<file path="config.mk">
export PLATFORM = sky130hd
export DESIGN_NAME = shrg_vgc_top
export DESIGN_NICKNAME = d
export VERILOG_FILES = /design/src/design/shrg_pkg.sv /design/src/design/shrg_vgc_top.sv /design/src/design/shrg_video_out.sv /design/src/design/shrg_pixel_decode.sv /design/src/design/shrg_palette.sv /design/src/design/shrg_fetch_addr.sv /design/src/design/shrg_line_sequencer.sv
export VERILOG_INCLUDE_DIRS = /design/src /design/src/include
export SDC_FILE = /design/constraint.sdc
export NUM_CORES = 1
export LEC_CHECK = 0
export BUFFER_PORTS_ARGS = -buffer_cell sky130_fd_sc_hd__buf_2
export CELL_PAD_IN_SITES_DETAIL_PLACEMENT = 0
export CELL_PAD_IN_SITES_GLOBAL_PLACEMENT = 1
export CORE_MARGIN = 4
export CORE_UTILIZATION = 35
export CTS_CLUSTER_SIZE = 12
export DETAILED_ROUTE_END_ITERATION = 7
export PLACE_DENSITY = 0.68
export SYNTH_ARGS = -nofsm -noshare
export SYNTH_HDL_FRONTEND = slang
export SYNTH_HIERARCHICAL = 1
export SYNTH_SLANG_ARGS = --single-unit
</file>
<file path="constraint.sdc">
create_clock -name clk_vid -period 4 [get_ports clk_vid]
set_clock_uncertainty 0.05 [all_clocks]
set_input_delay 0 -clock clk_vid [delete_from_list [all_inputs] [get_ports clk_vid]]
set_output_delay 0 -clock clk_vid [all_outputs]
set_load 0.05 [all_outputs]
</file>
<file path="src/include/shrg_defs.svh">
`ifndef SHRG_DEFS_SVH
`define SHRG_DEFS_SVH

// Horizontal points of the header fetch at the end of each line
`define SHR_H_SCB_ADDR   10'h38C
`define SHR_H_SCB_READ   10'h38E
`define SHR_H_PAL_START  10'h390

// Palette bytes per line, two per entry
`define SHR_PAL_BYTES    32

// Active pixel clocks per line
`define SHR_ACTIVE_W     640

// First and last active line
`define SHR_V_FIRST      32
`define SHR_V_LAST       231

// Output window, in h_pos of the sample
`define SHR_H_WIN_FIRST  33
`define SHR_H_WIN_LAST   672

// Vertical blanking interrupt line
`define SHR_V_VBL        199

// SHR memory layout in bank E1
`define SHR_SCB_BASE     23'h19D00
`define SHR_PAL_BASE     23'h19E00
`define SHR_PIX_BASE     23'h12000

// Pixel bytes per line, two 320-mode pixels each
`define SHR_LINE_BYTES   160

`endif
</file>
<file path="src/design/shrg_pkg.sv">
package shrg_pkg;

    // Beam position from the external timing generator
    typedef logic [9:0] h_pos_t;
    typedef logic [8:0] v_pos_t;

    // Video memory bus
    typedef logic [22:0] vid_addr_t;
    typedef logic [7:0]  vid_byte_t;

    // Index into the 16-entry line palette
    typedef logic [3:0] color_idx_t;

    // One channel as stored in the palette, and as driven out
    typedef logic [3:0] chan4_t;
    typedef logic [7:0] chan8_t;

    // Palette color packed as {red, green, blue}
    typedef logic [11:0] rgb12_t;

    // Where the line is in its fetch sequence
    typedef enum logic [2:0] {
        // Nothing fetched, right border and retrace
        PH_BLANK,
        // SCB address on the bus
        PH_SCB_ADDR,
        // SCB byte on the data bus
        PH_SCB_READ,
        // First palette address on the bus
        PH_PAL_START,
        // 32 palette bytes streaming in
        PH_PALETTE,
        // 160 pixel bytes, one every four clocks
        PH_PIXELS
    } line_phase_t;

endpackage

</file>
<file path="src/design/shrg_vgc_top.sv">
`timescale 1ns/1ps

module shrg_vgc_top import shrg_pkg::*; (
    input  logic       clk_vid,
    input  logic       rst_n,
    input  logic       ce_pix,
    input  h_pos_t     h_pos,
    input  v_pos_t     v_pos,
    input  vid_byte_t  video_data,
    input  color_idx_t border_color,
    output vid_addr_t  video_addr,
    output chan8_t     r,
    output chan8_t     g,
    output chan8_t     b,
    output logic       scanline_irq,
    output logic       vbl_irq
);

    line_phase_t phase;
    logic        mode640;
    logic        fill_en;
    color_idx_t  pal_sel;
    logic [1:0]  pix_phase;
    color_idx_t  rd_idx;
    rgb12_t      rd_rgb;
    rgb12_t      pix_rgb;

    // Line phases, SCB and interrupts
    shrg_line_sequencer seq_i (.clk_vid(clk_vid), .rst_n(rst_n), .ce_pix(ce_pix),
        .h_pos(h_pos), .v_pos(v_pos), .video_data(video_data), .phase(phase),
        .mode640(mode640), .fill_en(fill_en), .pal_sel(pal_sel),
        .scanline_irq(scanline_irq), .vbl_irq(vbl_irq));

    shrg_fetch_addr addr_i (.clk_vid(clk_vid), .rst_n(rst_n), .ce_pix(ce_pix),
        .phase(phase), .pal_sel(pal_sel), .v_pos(v_pos), .video_addr(video_addr),
        .pix_phase(pix_phase));

    shrg_palette pal_i (.clk_vid(clk_vid), .rst_n(rst_n), .ce_pix(ce_pix), .phase(phase),
        .video_data(video_data), .rd_idx(rd_idx), .rd_rgb(rd_rgb));

    shrg_pixel_decode dec_i (.clk_vid(clk_vid), .rst_n(rst_n), .ce_pix(ce_pix),
        .phase(phase), .pix_phase(pix_phase), .mode640(mode640), .fill_en(fill_en),
        .video_data(video_data), .rd_rgb(rd_rgb), .rd_idx(rd_idx), .pix_rgb(pix_rgb));

    // Border and final RGB registers
    shrg_video_out out_i (.clk_vid(clk_vid), .rst_n(rst_n), .ce_pix(ce_pix),
        .h_pos(h_pos), .v_pos(v_pos), .border_color(border_color), .pix_rgb(pix_rgb),
        .r(r), .g(g), .b(b));

endmodule

</file>
<file path="src/design/shrg_video_out.sv">
`timescale 1ns/1ps

`include "shrg_defs.svh"

module shrg_video_out import shrg_pkg::*; (
    input  logic       clk_vid,
    input  logic       rst_n,
    input  logic       ce_pix,
    input  h_pos_t     h_pos,
    input  v_pos_t     v_pos,
    input  color_idx_t border_color,
    input  rgb12_t     pix_rgb,
    output chan8_t     r,
    output chan8_t     g,
    output chan8_t     b
);

    // Standard IIgs 16-color set, black through white
    localparam rgb12_t iigs_colors [16] = '{
        12'h000, 12'hd03, 12'h009, 12'hd2d,
        12'h072, 12'h555, 12'h22f, 12'h6af,
        12'h850, 12'hf60, 12'haaa, 12'hf98,
        12'h1d0, 12'hff0, 12'h4f9, 12'hfff
    };

    logic   in_window;
    rgb12_t out_rgb;

    // Full 4-bit range maps onto full 8-bit range
    function automatic chan8_t widen(chan4_t c);
        return {c, c};
    endfunction

    assign in_window = (h_pos >= h_pos_t'(`SHR_H_WIN_FIRST)) &&
                       (h_pos <= h_pos_t'(`SHR_H_WIN_LAST)) &&
                       (v_pos >= v_pos_t'(`SHR_V_FIRST)) &&
                       (v_pos <= v_pos_t'(`SHR_V_LAST));

    assign out_rgb = in_window ? pix_rgb : iigs_colors[border_color];

    always_ff @(posedge clk_vid) begin
        if (!rst_n) begin
            r <= '0;
            g <= '0;
            b <= '0;
        end else if (ce_pix) begin
            r <= widen(out_rgb[11:8]);
            g <= widen(out_rgb[7:4]);
            b <= widen(out_rgb[3:0]);
        end
    end

endmodule

</file>
<file path="src/design/shrg_pixel_decode.sv">
`timescale 1ns/1ps

module shrg_pixel_decode import shrg_pkg::*; (
    input  logic        clk_vid,
    input  logic        rst_n,
    input  logic        ce_pix,
    input  line_phase_t phase,
    input  logic [1:0]  pix_phase,
    input  logic        mode640,
    input  logic        fill_en,
    input  vid_byte_t   video_data,
    input  rgb12_t      rd_rgb,
    output color_idx_t  rd_idx,
    output rgb12_t      pix_rgb
);

    color_idx_t nibble;
    color_idx_t last_idx;
    logic [1:0] pair;
    logic       load;

    // 320 mode, left pixel in the high nibble
    assign nibble = pix_phase[1] ? video_data[3:0] : video_data[7:4];

    // 640 mode, four 2-bit pixels left to right
    always_comb begin
        case (pix_phase)
            2'd0:    pair = video_data[7:6];
            2'd1:    pair = video_data[5:4];
            2'd2:    pair = video_data[3:2];
            default: pair = video_data[1:0];
        endcase
    end

    always_comb begin
        if (mode640) begin
            // Each column has its own group of four entries: 8, 12, 0, 4
            rd_idx = {~pix_phase[1], pix_phase[0], pair};
        end else if (fill_en && nibble == '0) begin
            // Fill mode repeats the last nonzero color
            rd_idx = last_idx;
        end else begin
            rd_idx = nibble;
        end
    end

    // 320 mode only takes a new color on the even clocks
    assign load = (phase == PH_PIXELS) && (mode640 || !pix_phase[0]);

    always_ff @(posedge clk_vid) begin
        if (!rst_n) begin
            last_idx <= '0;
        end else if (ce_pix && load && !mode640 && nibble != '0) begin
            last_idx <= nibble;
        end
    end

    // Registered color for the output stage
    always_ff @(posedge clk_vid) begin
        if (ce_pix && load) begin
            pix_rgb <= rd_rgb;
        end
    end

endmodule

</file>
<file path="src/design/shrg_palette.sv">
`timescale 1ns/1ps

module shrg_palette import shrg_pkg::*; (
    input  logic        clk_vid,
    input  logic        rst_n,
    input  logic        ce_pix,
    input  line_phase_t phase,
    input  vid_byte_t   video_data,
    input  color_idx_t  rd_idx,
    output rgb12_t      rd_rgb
);

    rgb12_t     pal_mem [16];
    color_idx_t entry;
    // Low when the next byte is the green/blue byte of an entry
    logic       byte_odd;

    always_ff @(posedge clk_vid) begin
        if (!rst_n) begin
            for (int i = 0; i < 16; i++) begin
                pal_mem[i] <= '0;
            end
            entry    <= '0;
            byte_odd <= 1'b0;
        end else if (ce_pix) begin
            if (phase == PH_PAL_START) begin
                entry    <= '0;
                byte_odd <= 1'b0;
            end else if (phase == PH_PALETTE) begin
                byte_odd <= ~byte_odd;
                if (byte_odd) begin
                    // Red sits in the low nibble, high nibble unused
                    pal_mem[entry][11:8] <= video_data[3:0];
                    entry                <= entry + 1'b1;
                end else begin
                    // Green high nibble, blue low nibble, same order as rgb12_t
                    pal_mem[entry][7:0] <= video_data;
                end
            end
        end
    end

    // Lookup for the decoder, read in the same enable
    assign rd_rgb = pal_mem[rd_idx];

    // Entry 15 red is the last palette byte, pixels must start right after it
    assert property (@(posedge clk_vid) disable iff (!rst_n)
        (ce_pix && phase == PH_PALETTE && byte_odd && entry == 4'hf)
            |=> (phase != PH_PALETTE));

endmodule

</file>
<file path="src/design/shrg_fetch_addr.sv">
`timescale 1ns/1ps

`include "shrg_defs.svh"

module shrg_fetch_addr import shrg_pkg::*; (
    input  logic        clk_vid,
    input  logic        rst_n,
    input  logic        ce_pix,
    input  line_phase_t phase,
    input  color_idx_t  pal_sel,
    input  v_pos_t      v_pos,
    output vid_addr_t   video_addr,
    output logic [1:0]  pix_phase
);

    vid_addr_t  scb_addr;
    vid_addr_t  pal_addr;
    vid_addr_t  line_base;
    v_pos_t     line_idx;
    // Runs through the palette bytes, then on through the pixel bytes
    logic [7:0] byte_cnt;

    // SCB of the line about to be displayed
    assign scb_addr = `SHR_SCB_BASE + vid_addr_t'(v_pos) - vid_addr_t'(`SHR_V_FIRST - 1);

    // 32 bytes per palette
    assign pal_addr = `SHR_PAL_BASE + vid_addr_t'(pal_sel) * vid_addr_t'(`SHR_PAL_BYTES);

    // Linear layout, 160 bytes per line
    assign line_idx  = v_pos - v_pos_t'(`SHR_V_FIRST);
    assign line_base = `SHR_PIX_BASE + vid_addr_t'(line_idx) * vid_addr_t'(`SHR_LINE_BYTES);

    always_ff @(posedge clk_vid) begin
        if (!rst_n) begin
            video_addr <= '0;
            byte_cnt   <= '0;
            pix_phase  <= '0;
        end else if (ce_pix) begin
            // Timer only runs inside the pixel phase
            pix_phase <= 2'd0;
            case (phase)
                PH_SCB_ADDR: begin
                    video_addr <= scb_addr;
                end
                PH_SCB_READ: begin
                    video_addr <= pal_addr;
                end
                PH_PAL_START: begin
                    video_addr <= video_addr + 1'b1;
                    byte_cnt   <= 8'd1;
                end
                PH_PALETTE: begin
                    // After the last palette address, park on the first pixel byte
                    if (byte_cnt == 8'(`SHR_PAL_BYTES - 1)) begin
                        video_addr <= line_base;
                        byte_cnt   <= 8'(`SHR_PAL_BYTES);
                    end else if (byte_cnt < 8'(`SHR_PAL_BYTES - 1)) begin
                        video_addr <= video_addr + 1'b1;
                        byte_cnt   <= byte_cnt + 1'b1;
                    end
                end
                PH_PIXELS: begin
                    pix_phase <= pix_phase + 1'b1;
                    // Step at phase 2 so the next byte lands with phase 0
                    if (pix_phase == 2'd2 &&
                        byte_cnt < 8'(`SHR_PAL_BYTES + `SHR_LINE_BYTES - 1)) begin
                        video_addr <= video_addr + 1'b1;
                        byte_cnt   <= byte_cnt + 1'b1;
                    end
                end
                default: begin
                end
            endcase
        end
    end

    // Pixel fetch must never run into the next line's bytes
    assert property (@(posedge clk_vid) disable iff (!rst_n)
        (phase == PH_PIXELS) |-> (video_addr < line_base + vid_addr_t'(`SHR_LINE_BYTES)));

endmodule

</file>
<file path="src/design/shrg_line_sequencer.sv">
`timescale 1ns/1ps

`include "shrg_defs.svh"

module shrg_line_sequencer import shrg_pkg::*; (
    input  logic        clk_vid,
    input  logic        rst_n,
    input  logic        ce_pix,
    input  h_pos_t      h_pos,
    input  v_pos_t      v_pos,
    input  vid_byte_t   video_data,
    output line_phase_t phase,
    output logic        mode640,
    output logic        fill_en,
    output color_idx_t  pal_sel,
    output logic        scanline_irq,
    output logic        vbl_irq
);

    // Last line that may still raise a scanline interrupt
    localparam v_pos_t irq_line_last = v_pos_t'(205);

    line_phase_t phase_next;
    vid_byte_t   scb;
    v_pos_t      v_next;
    logic        irq_line_ok;
    logic        v_blank;
    logic        v_blank_d;

    // Phase decode from the beam, registered one enable later
    always_comb begin
        if (h_pos >= `SHR_H_SCB_ADDR && h_pos < `SHR_H_SCB_READ) begin
            // Address held until the read so memory sees it for a full enable
            phase_next = PH_SCB_ADDR;
        end else if (h_pos == `SHR_H_SCB_READ) begin
            phase_next = PH_SCB_READ;
        end else if (h_pos == `SHR_H_PAL_START - 10'd1) begin
            // Decoded one early so the phase is PH_PAL_START on the PAL_START clock,
            // which is h_pos 0 on a 912-clock line
            phase_next = PH_PAL_START;
        end else if (h_pos < h_pos_t'(`SHR_PAL_BYTES)) begin
            phase_next = PH_PALETTE;
        end else if (h_pos < h_pos_t'(`SHR_PAL_BYTES + `SHR_ACTIVE_W)) begin
            phase_next = PH_PIXELS;
        end else begin
            phase_next = PH_BLANK;
        end
    end

    // The SCB fetched here belongs to the next line
    assign v_next      = v_pos + 1'b1;
    assign irq_line_ok = (v_next >= v_pos_t'(`SHR_V_FIRST)) && (v_next <= irq_line_last);

    always_ff @(posedge clk_vid) begin
        if (!rst_n) begin
            phase        <= PH_BLANK;
            scb          <= '0;
            scanline_irq <= 1'b0;
            // Starts as if already blanking, so no strobe right out of reset
            v_blank_d    <= 1'b1;
        end else if (ce_pix) begin
            phase        <= phase_next;
            scanline_irq <= 1'b0;
            v_blank_d    <= v_blank;
            if (phase == PH_SCB_READ) begin
                scb          <= video_data;
                scanline_irq <= video_data[6] && irq_line_ok;
            end
        end
    end

    // SCB bit 7 selects 640 mode, bit 5 fill mode
    assign mode640 = scb[7];
    assign fill_en = scb[5];

    // Palette number goes straight from the bus on the read, the address needs it then
    assign pal_sel = (phase == PH_SCB_READ) ? video_data[3:0] : scb[3:0];

    // Strobe on the first enable of vertical blanking
    assign v_blank = (v_pos >= v_pos_t'(`SHR_V_VBL));
    assign vbl_irq = v_blank && !v_blank_d;

    // SCB read must come straight from its address phase or the data is stale
    assert property (@(posedge clk_vid) disable iff (!rst_n)
        (phase == PH_SCB_READ) |-> ($past(phase) inside {PH_SCB_ADDR, PH_SCB_READ}));

endmodule

</file>
# --- Word-level counts from Yosys, hierarchy flattened ---
# Memories as Yosys holds them, arrays and structs flattened. A register that Yosys moved wholly into a read port is not among the register bits.
# Index checks and enable logic that the tools add are counted.
word_totals:
  ff_bits: 79
  mem_bits_rw: 192
  romBits: 192
  inputBits: 34
  output_inout_bits: 49
  mem_count: 2
mem_list:
  columns: ["name", "depth", "word_bits", "read_ports", "rd_clocked_by_memory_dff", "wr", "line", "source"]
  rows:
  - ["(no name shown)", 16, 12, 1, 0, 0, "shrg_video_out.sv:39", "assign out_rgb = in_window ? pix_rgb : iigs_colors[border_color];"]
  - ["pal_i.pal_mem", 16, 12, 1, 1, 16, "shrg_palette.sv:13", "rgb12_t pal_mem [16];"]
op_classes:
  addsub: 10
  mul: 1
  magnitude_cmp: 14
  n_eq_ne: 12
  mux: 44
  bitwise: 3
  n_reduce_logical: 30
op_table:
  columns: ["operator", "n"]
  rows:
  - ["one-hot mux 23 bit (5 select lines)", 1]
  - ["two-way mux 23 bit", 3]
  - ["two-way mux 12 bit", 4]
  - ["adder 17 x 9 -> 18 bit, first input constant", 2]
  - ["two-way mux 4 bit", 8]
  - ["two-way mux 8 bit", 3]
  - ["one-hot mux 8 bit (3 select lines)", 1]
  - ["adder 23 x 1 -> 23 bit, second input constant", 1]
  - ["subtractor 23 x 5 -> 23 bit, second input constant", 1]
  - ["equality test 10 bit, second input constant", 2]
  - ["< comparator 10 bit, second input constant", 2]
  - ["adder 17 x 17 -> 18 bit, first input constant", 1]
  - [">= comparator 9 x 6 -> 1 bit, second input constant", 2]
  - ["<= comparator 9 x 8 -> 1 bit, second input constant", 2]
  - ["two-way mux 1 bit", 16]
  - ["two-way mux 3 bit", 5]
  - ["logical AND 1 bit", 13]
  - ["multiplier 9 x 3 -> 12 bit, second input constant", 1]
  - ["OR reduction 12 bit", 1]
  - [">= comparator 10 bit, second input constant", 1]
  - [">= comparator 10 x 6 -> 1 bit, second input constant", 1]
  - ["<= comparator 10 bit, second input constant", 1]
  - ["< comparator 10 x 6 -> 1 bit, second input constant", 1]
  - ["adder 9 x 1 -> 9 bit, second input constant", 1]
  - ["other kinds (31)", 40]

# --- Longest topological paths before layout ---
logic_depth:
  depth_word: 8
  depth_mapped: 14

# --- By module ---
# Netlist, hierarchy kept.
modules_own_cells:
  columns: ["mod", "instances", "cells_per_inst", "area_each_um2", "seq_area_each_um2"]
  rows:
  - ["shrg_palette", 1, 637, 8733.4, 5865.6]
  - ["shrg_fetch_addr", 1, 349, 2717.6, 660.6]
  - ["shrg_video_out", 1, 133, 1002.2, 240.2]
  - ["shrg_line_sequencer", 1, 106, 840.8, 220.2]
  - ["shrg_pixel_decode", 1, 51, 748.2, 440.4]

# --- Least setup slack after synthesis ---
# No wires, ideal clock.
synth_timing:
  kind: "reg2reg"
  startpoint: "register addr_i.pix_phase[1]"
  endpoint: "register dec_i.pix_rgb[10], read port of pal_i.pal_mem, data pin"
  setup_time_ps: 259
  arrival_ps: 2679
  required_time_ps: 3691
  setup_slack_ps: 1012
  path_stages_with_launch: 11
  path_buffers: 3
  cell_sequence: "dfxtp_1 buf_6 or4_1 o22a_2 nor3b_4 a221o_2 buf_4 buf_6 mux4_2 a22oi_1 nand2_1"
synth_between:
  elab_chain_len: 5
  elab_cells_between_ends: 10
synth_lines:
  columns: ["element", "line", "source"]
  rows:
  - ["start, declared", "shrg_fetch_addr.sv:13", "output logic [1:0] pix_phase"]
  - ["start signal, assigned", "shrg_fetch_addr.sv:63", "pix_phase <= pix_phase + 1'b1;"]
  - ["two-way mux 4 bit", "shrg_pixel_decode.sv:23", "assign nibble = pix_phase[1] ? video_data[3:0] : video_data[7:4];"]
  - ["logical NOT 4 bit", "shrg_pixel_decode.sv:39", "end else if (fill_en && nibble == '0) begin"]
  - ["logical AND 1 bit", "shrg_pixel_decode.sv:39", null]
  - ["two-way mux 4 bit", "shrg_pixel_decode.sv:39", null]
  - ["two-way mux 4 bit (*)", "shrg_pixel_decode.sv:36", "if (mode640) begin"]
  - ["net rd_idx[0]", "shrg_vgc_top.sv:24", "color_idx_t rd_idx;"]
  - ["end, declared", "shrg_pixel_decode.sv:14", "output rgb12_t pix_rgb"]
# Mark *: on every way through the listed nets, which the timed path passes. The rest lies on a longest branch.
# A chain may end at the register's enable or synchronous reset.

# --- Worst setup path in the final report ---
layout_timing:
  startpoint: "register addr_i.pix_phase[1]"
  endpoint: "register dec_i.pix_rgb[0], read port of pal_i.pal_mem, data pin"
# Same word-level chain as after synthesis.

==> results.json <==
{
  "status": "complete, no violations",
  "fin_cells": 1924,
  "hp-class": "in2reg",
  "syn_area_per_cell_um2": 11.0,
  "hpwl_um": 28500,
  "crit_family": "compound AO/OA/AOI/OAI gates",
  "synth_edf_count": 204,
  "cts_tree": "done",
  "post_dp_cell_area_um2": 15000,
  "yosys_warnings": 6,
  "antenna-diode-count": 0,
  "cts_sinks": 269,
  "rows": 73,
  "route.detailed.drc": 0,
  "tightestPinTransition_ns": 1.19,
  "slowest_delay_ns": 0.62,
  "htreeDepth": 1,
  "ys.flop_type": "edfxtp_1",
  "cts_root_buf": "clkbuf_16",
  "antenna_found_initial": 0,
  "area_growth_pct": 16.0,
  "dp.cells": 1840,
  "initialDrtViolationCount": 1037,
  "most-common-layout-cells": "nor2_1, edfxtp_1, nand2_1",
  "detail-route-antenna-nets": 0,
  "ys_types": 91,
  "die-height_um": 208,
  "core-area_um2": 39700,
  "fin_crit_sh_pct": 87.8,
  "ios": 83,
  "fin_tns_setup_ns": 0,
  "insertion_delay_ns": 0.58,
  "crit_path_end_kind": "register",
  "vias_per_cell": 5.59,
  "final_core_util_pct": 41.0,
  "setup_violations": 0,
  "finalWorstSetupSlack_ns": 0.490,
  "grt_pass1_vias": 10357,
  "slew_violations": 0,
  "crit_cells": 8,
  "rr_worst_depth": 8,
  "cp.required_ns": 4.27,
  "async_reset_ff_share_pct": 0,
  "whs_ns": 0.0649,
  "port_buffers": 82,
  "synth_seq_cells": 269,
  "routed_wl_um": 42300,
  "min_path_cells": 6,
  "num-fill-cells": 3804,
  "mostFrequentLayoutCell": "nor2_1",
  "hold_viol_final": 0,
  "critPathArrivalTime_ns": 3.78,
  "post_cts_buffers": 0,
  "overflow": 0,
  "start_util_pct": 35.3,
  "die_area_um2": 43400,
  "finalInstanceArea_um2": 16300,
  "drive_gt1_share_pct": 18.6,
  "clockBufferDepth": 3,
  "rsz0062_at_grt": "false",
  "slowest_stage": "dfxtp_1",
  "dp_slack_ns": 0.500,
  "die_x_um": 208,
  "cap_violations": 0,
  "p_per_area_nw_per_um2": 418,
  "path_buf_inv": 1,
  "synthesis.area_um2": 14000,
  "track_usage_pct": 18.8,
  "peakVddDrop_v": 0.000330,
  "slew_headroom_pct": 20.7,
  "vias": 10746,
  "synth-seq-area-share_pct": 52.9,
  "period_needed_ns": 3.51,
  "fin_nets": 1442,
  "grt_max_degree": 88,
  "cp-start-kind": "register",
  "cts_made_buffers": 30,
  "post_drt_wl_per_cell_um": 22.0,
  "fmax_mhz": 285,
  "path_clk_slew_ns": 0.06,
  "leakagePower_nw": 5.64,
  "power_mw": 6.81,
  "cp_max_fo": 13,
  "grt_pass1_wl_um": 64400,
  "cp_cell_sequence": "or4b_1, o22a_2, nor3b_4, a221o_4, buf_4, mux4_2, a22oi_1, nand2_1",
  "synth.net_count": 1343,
  "drt_pass1_iterations": 5,
  "netlist_instances": 1276,
  "routabilityCongestion": 0.831,
  "worst-setup-path-type": "reg2reg"
}
kinds of logic (layout without fill, tap and decap cells):
| logic type | Yosys count | in the layout | synth area share [%] |
|---|---|---|---|
| DFF | 269 | 269 | 52.9 |
| and+or+nand+nor | 507 | 507 | 16.9 |
| buffers and inverters | 120 | 243 | 4.24 |
| xor gates and xnor gates | 20 | 20 | 1.41 |
| AOI/OAI and AO/OA | 262 | 262 | 12.2 |
| muxes | 65 | 65 | 9.29 |
| adders and majority gates | 33 | 33 | 2.99 |
worst register-to-register path: cells and delay by family, from the launching register on:
family | cells | cell delay [ns]
DFF | 1 | 0.62
muxes | 1 | 0.52
AOI/OAI and AO/OA | 3 | 0.92
and+or+nand+nor | 3 | 0.85
buffers and inverters | 1 | 0.29
where the power goes:
| part | switching (mW) | leakage [nW] | total [mW] | internal [mW] |
|---|---|---|---|---|
| Clock | 1.15 | 0.478 | 2.78 | 1.63 |
| Combinational | 0.552 | 2.61 | 0.861 | 0.309 |
| Sequential | 0.0603 | 2.55 | 3.17 | 3.11 |
| Total | 1.76 | 5.64 | 6.81 | 5.05 |
final cells by class:
type                    instances  area [um^2]  share of cell area (%)
flip-flops and latches        269         7430                    45.6
multi-input cells             887         6040                    37.1
repair buffers                154         1030                    6.35
clock buffers                  45          867                    5.32
well taps                     525          657                    4.03
clock inverters                11          135                   0.830
inverters                      33          124                   0.761
sequential cells by signal, indices dropped and copies added, names as in the netlist:
name and count:
addr_i/video_addr 23, seq_i/phase 3, pal_i/byte_odd 1, addr_i/pix_phase 2, seq_i/v_blank_d 1, dec_i/last_idx 4, out_i/b 4, pal_i/pal_mem 192
dec_i/pix_rgb 12, seq_i/scb 6, out_i/g 4, seq_i/scanline_irq 1, addr_i/byte_cnt 8, out_i/r 4, pal_i/entry 4
repair_timing:
action                    in CTS  in global routing
hold buffers                  28                  0
gates resized for setup        0                  0
hold endpoints to repair      93                  0
cell usage after synthesis, types with 9 or more instances:
cell	number	area, um^2
buf_2	26	130
nand4_1	16	100
a31oi_1	15	93.8
nand2b_1	12	75.1
mux4_2	49	1100
a21oi_1	32	160
buf_4	16	120
nor4_1	10	62.6
nor2_1	243	912
xor2_1	10	87.6
nor3_1	23	115
o22ai_1	10	62.6
clkbuf_1	32	120
dfxtp_1	65	1300
a211oi_1	14	105
ha_1	32	400
nand3_1	42	210
inv_1	33	124
o21ai_0	84	420
nand2_1	100	375
edfxtp_1	204	6130
a21boi_0	9	67.6
a22oi_1	29	218
worst paths after layout:
check	slack (ns)	startpoint	end
worst max register to register	0.49	addr_i/pix_phase[1]	dec_i/pix_rgb[0]
worst min register to register	0.43	seq_i/scb[3]	seq_i/scb[3]
worst min-delay path	0.06	h_pos[2]	out_i/r[6]
worst max-delay path	0.49	addr_i/pix_phase[1]	dec_i/pix_rgb[0]
metal layers:
metal  global-route usage, %  vias up  part of all wire, %
met5                       0        -                    0
met4                    4.96        0                  2.5
met3                    2.67       66                  6.9
met2                    30.6      380                   48
met1                    26.7     5335                   43
li1                        -     4965                    -
No activity file was read; power rests on OpenSTA's default activity.
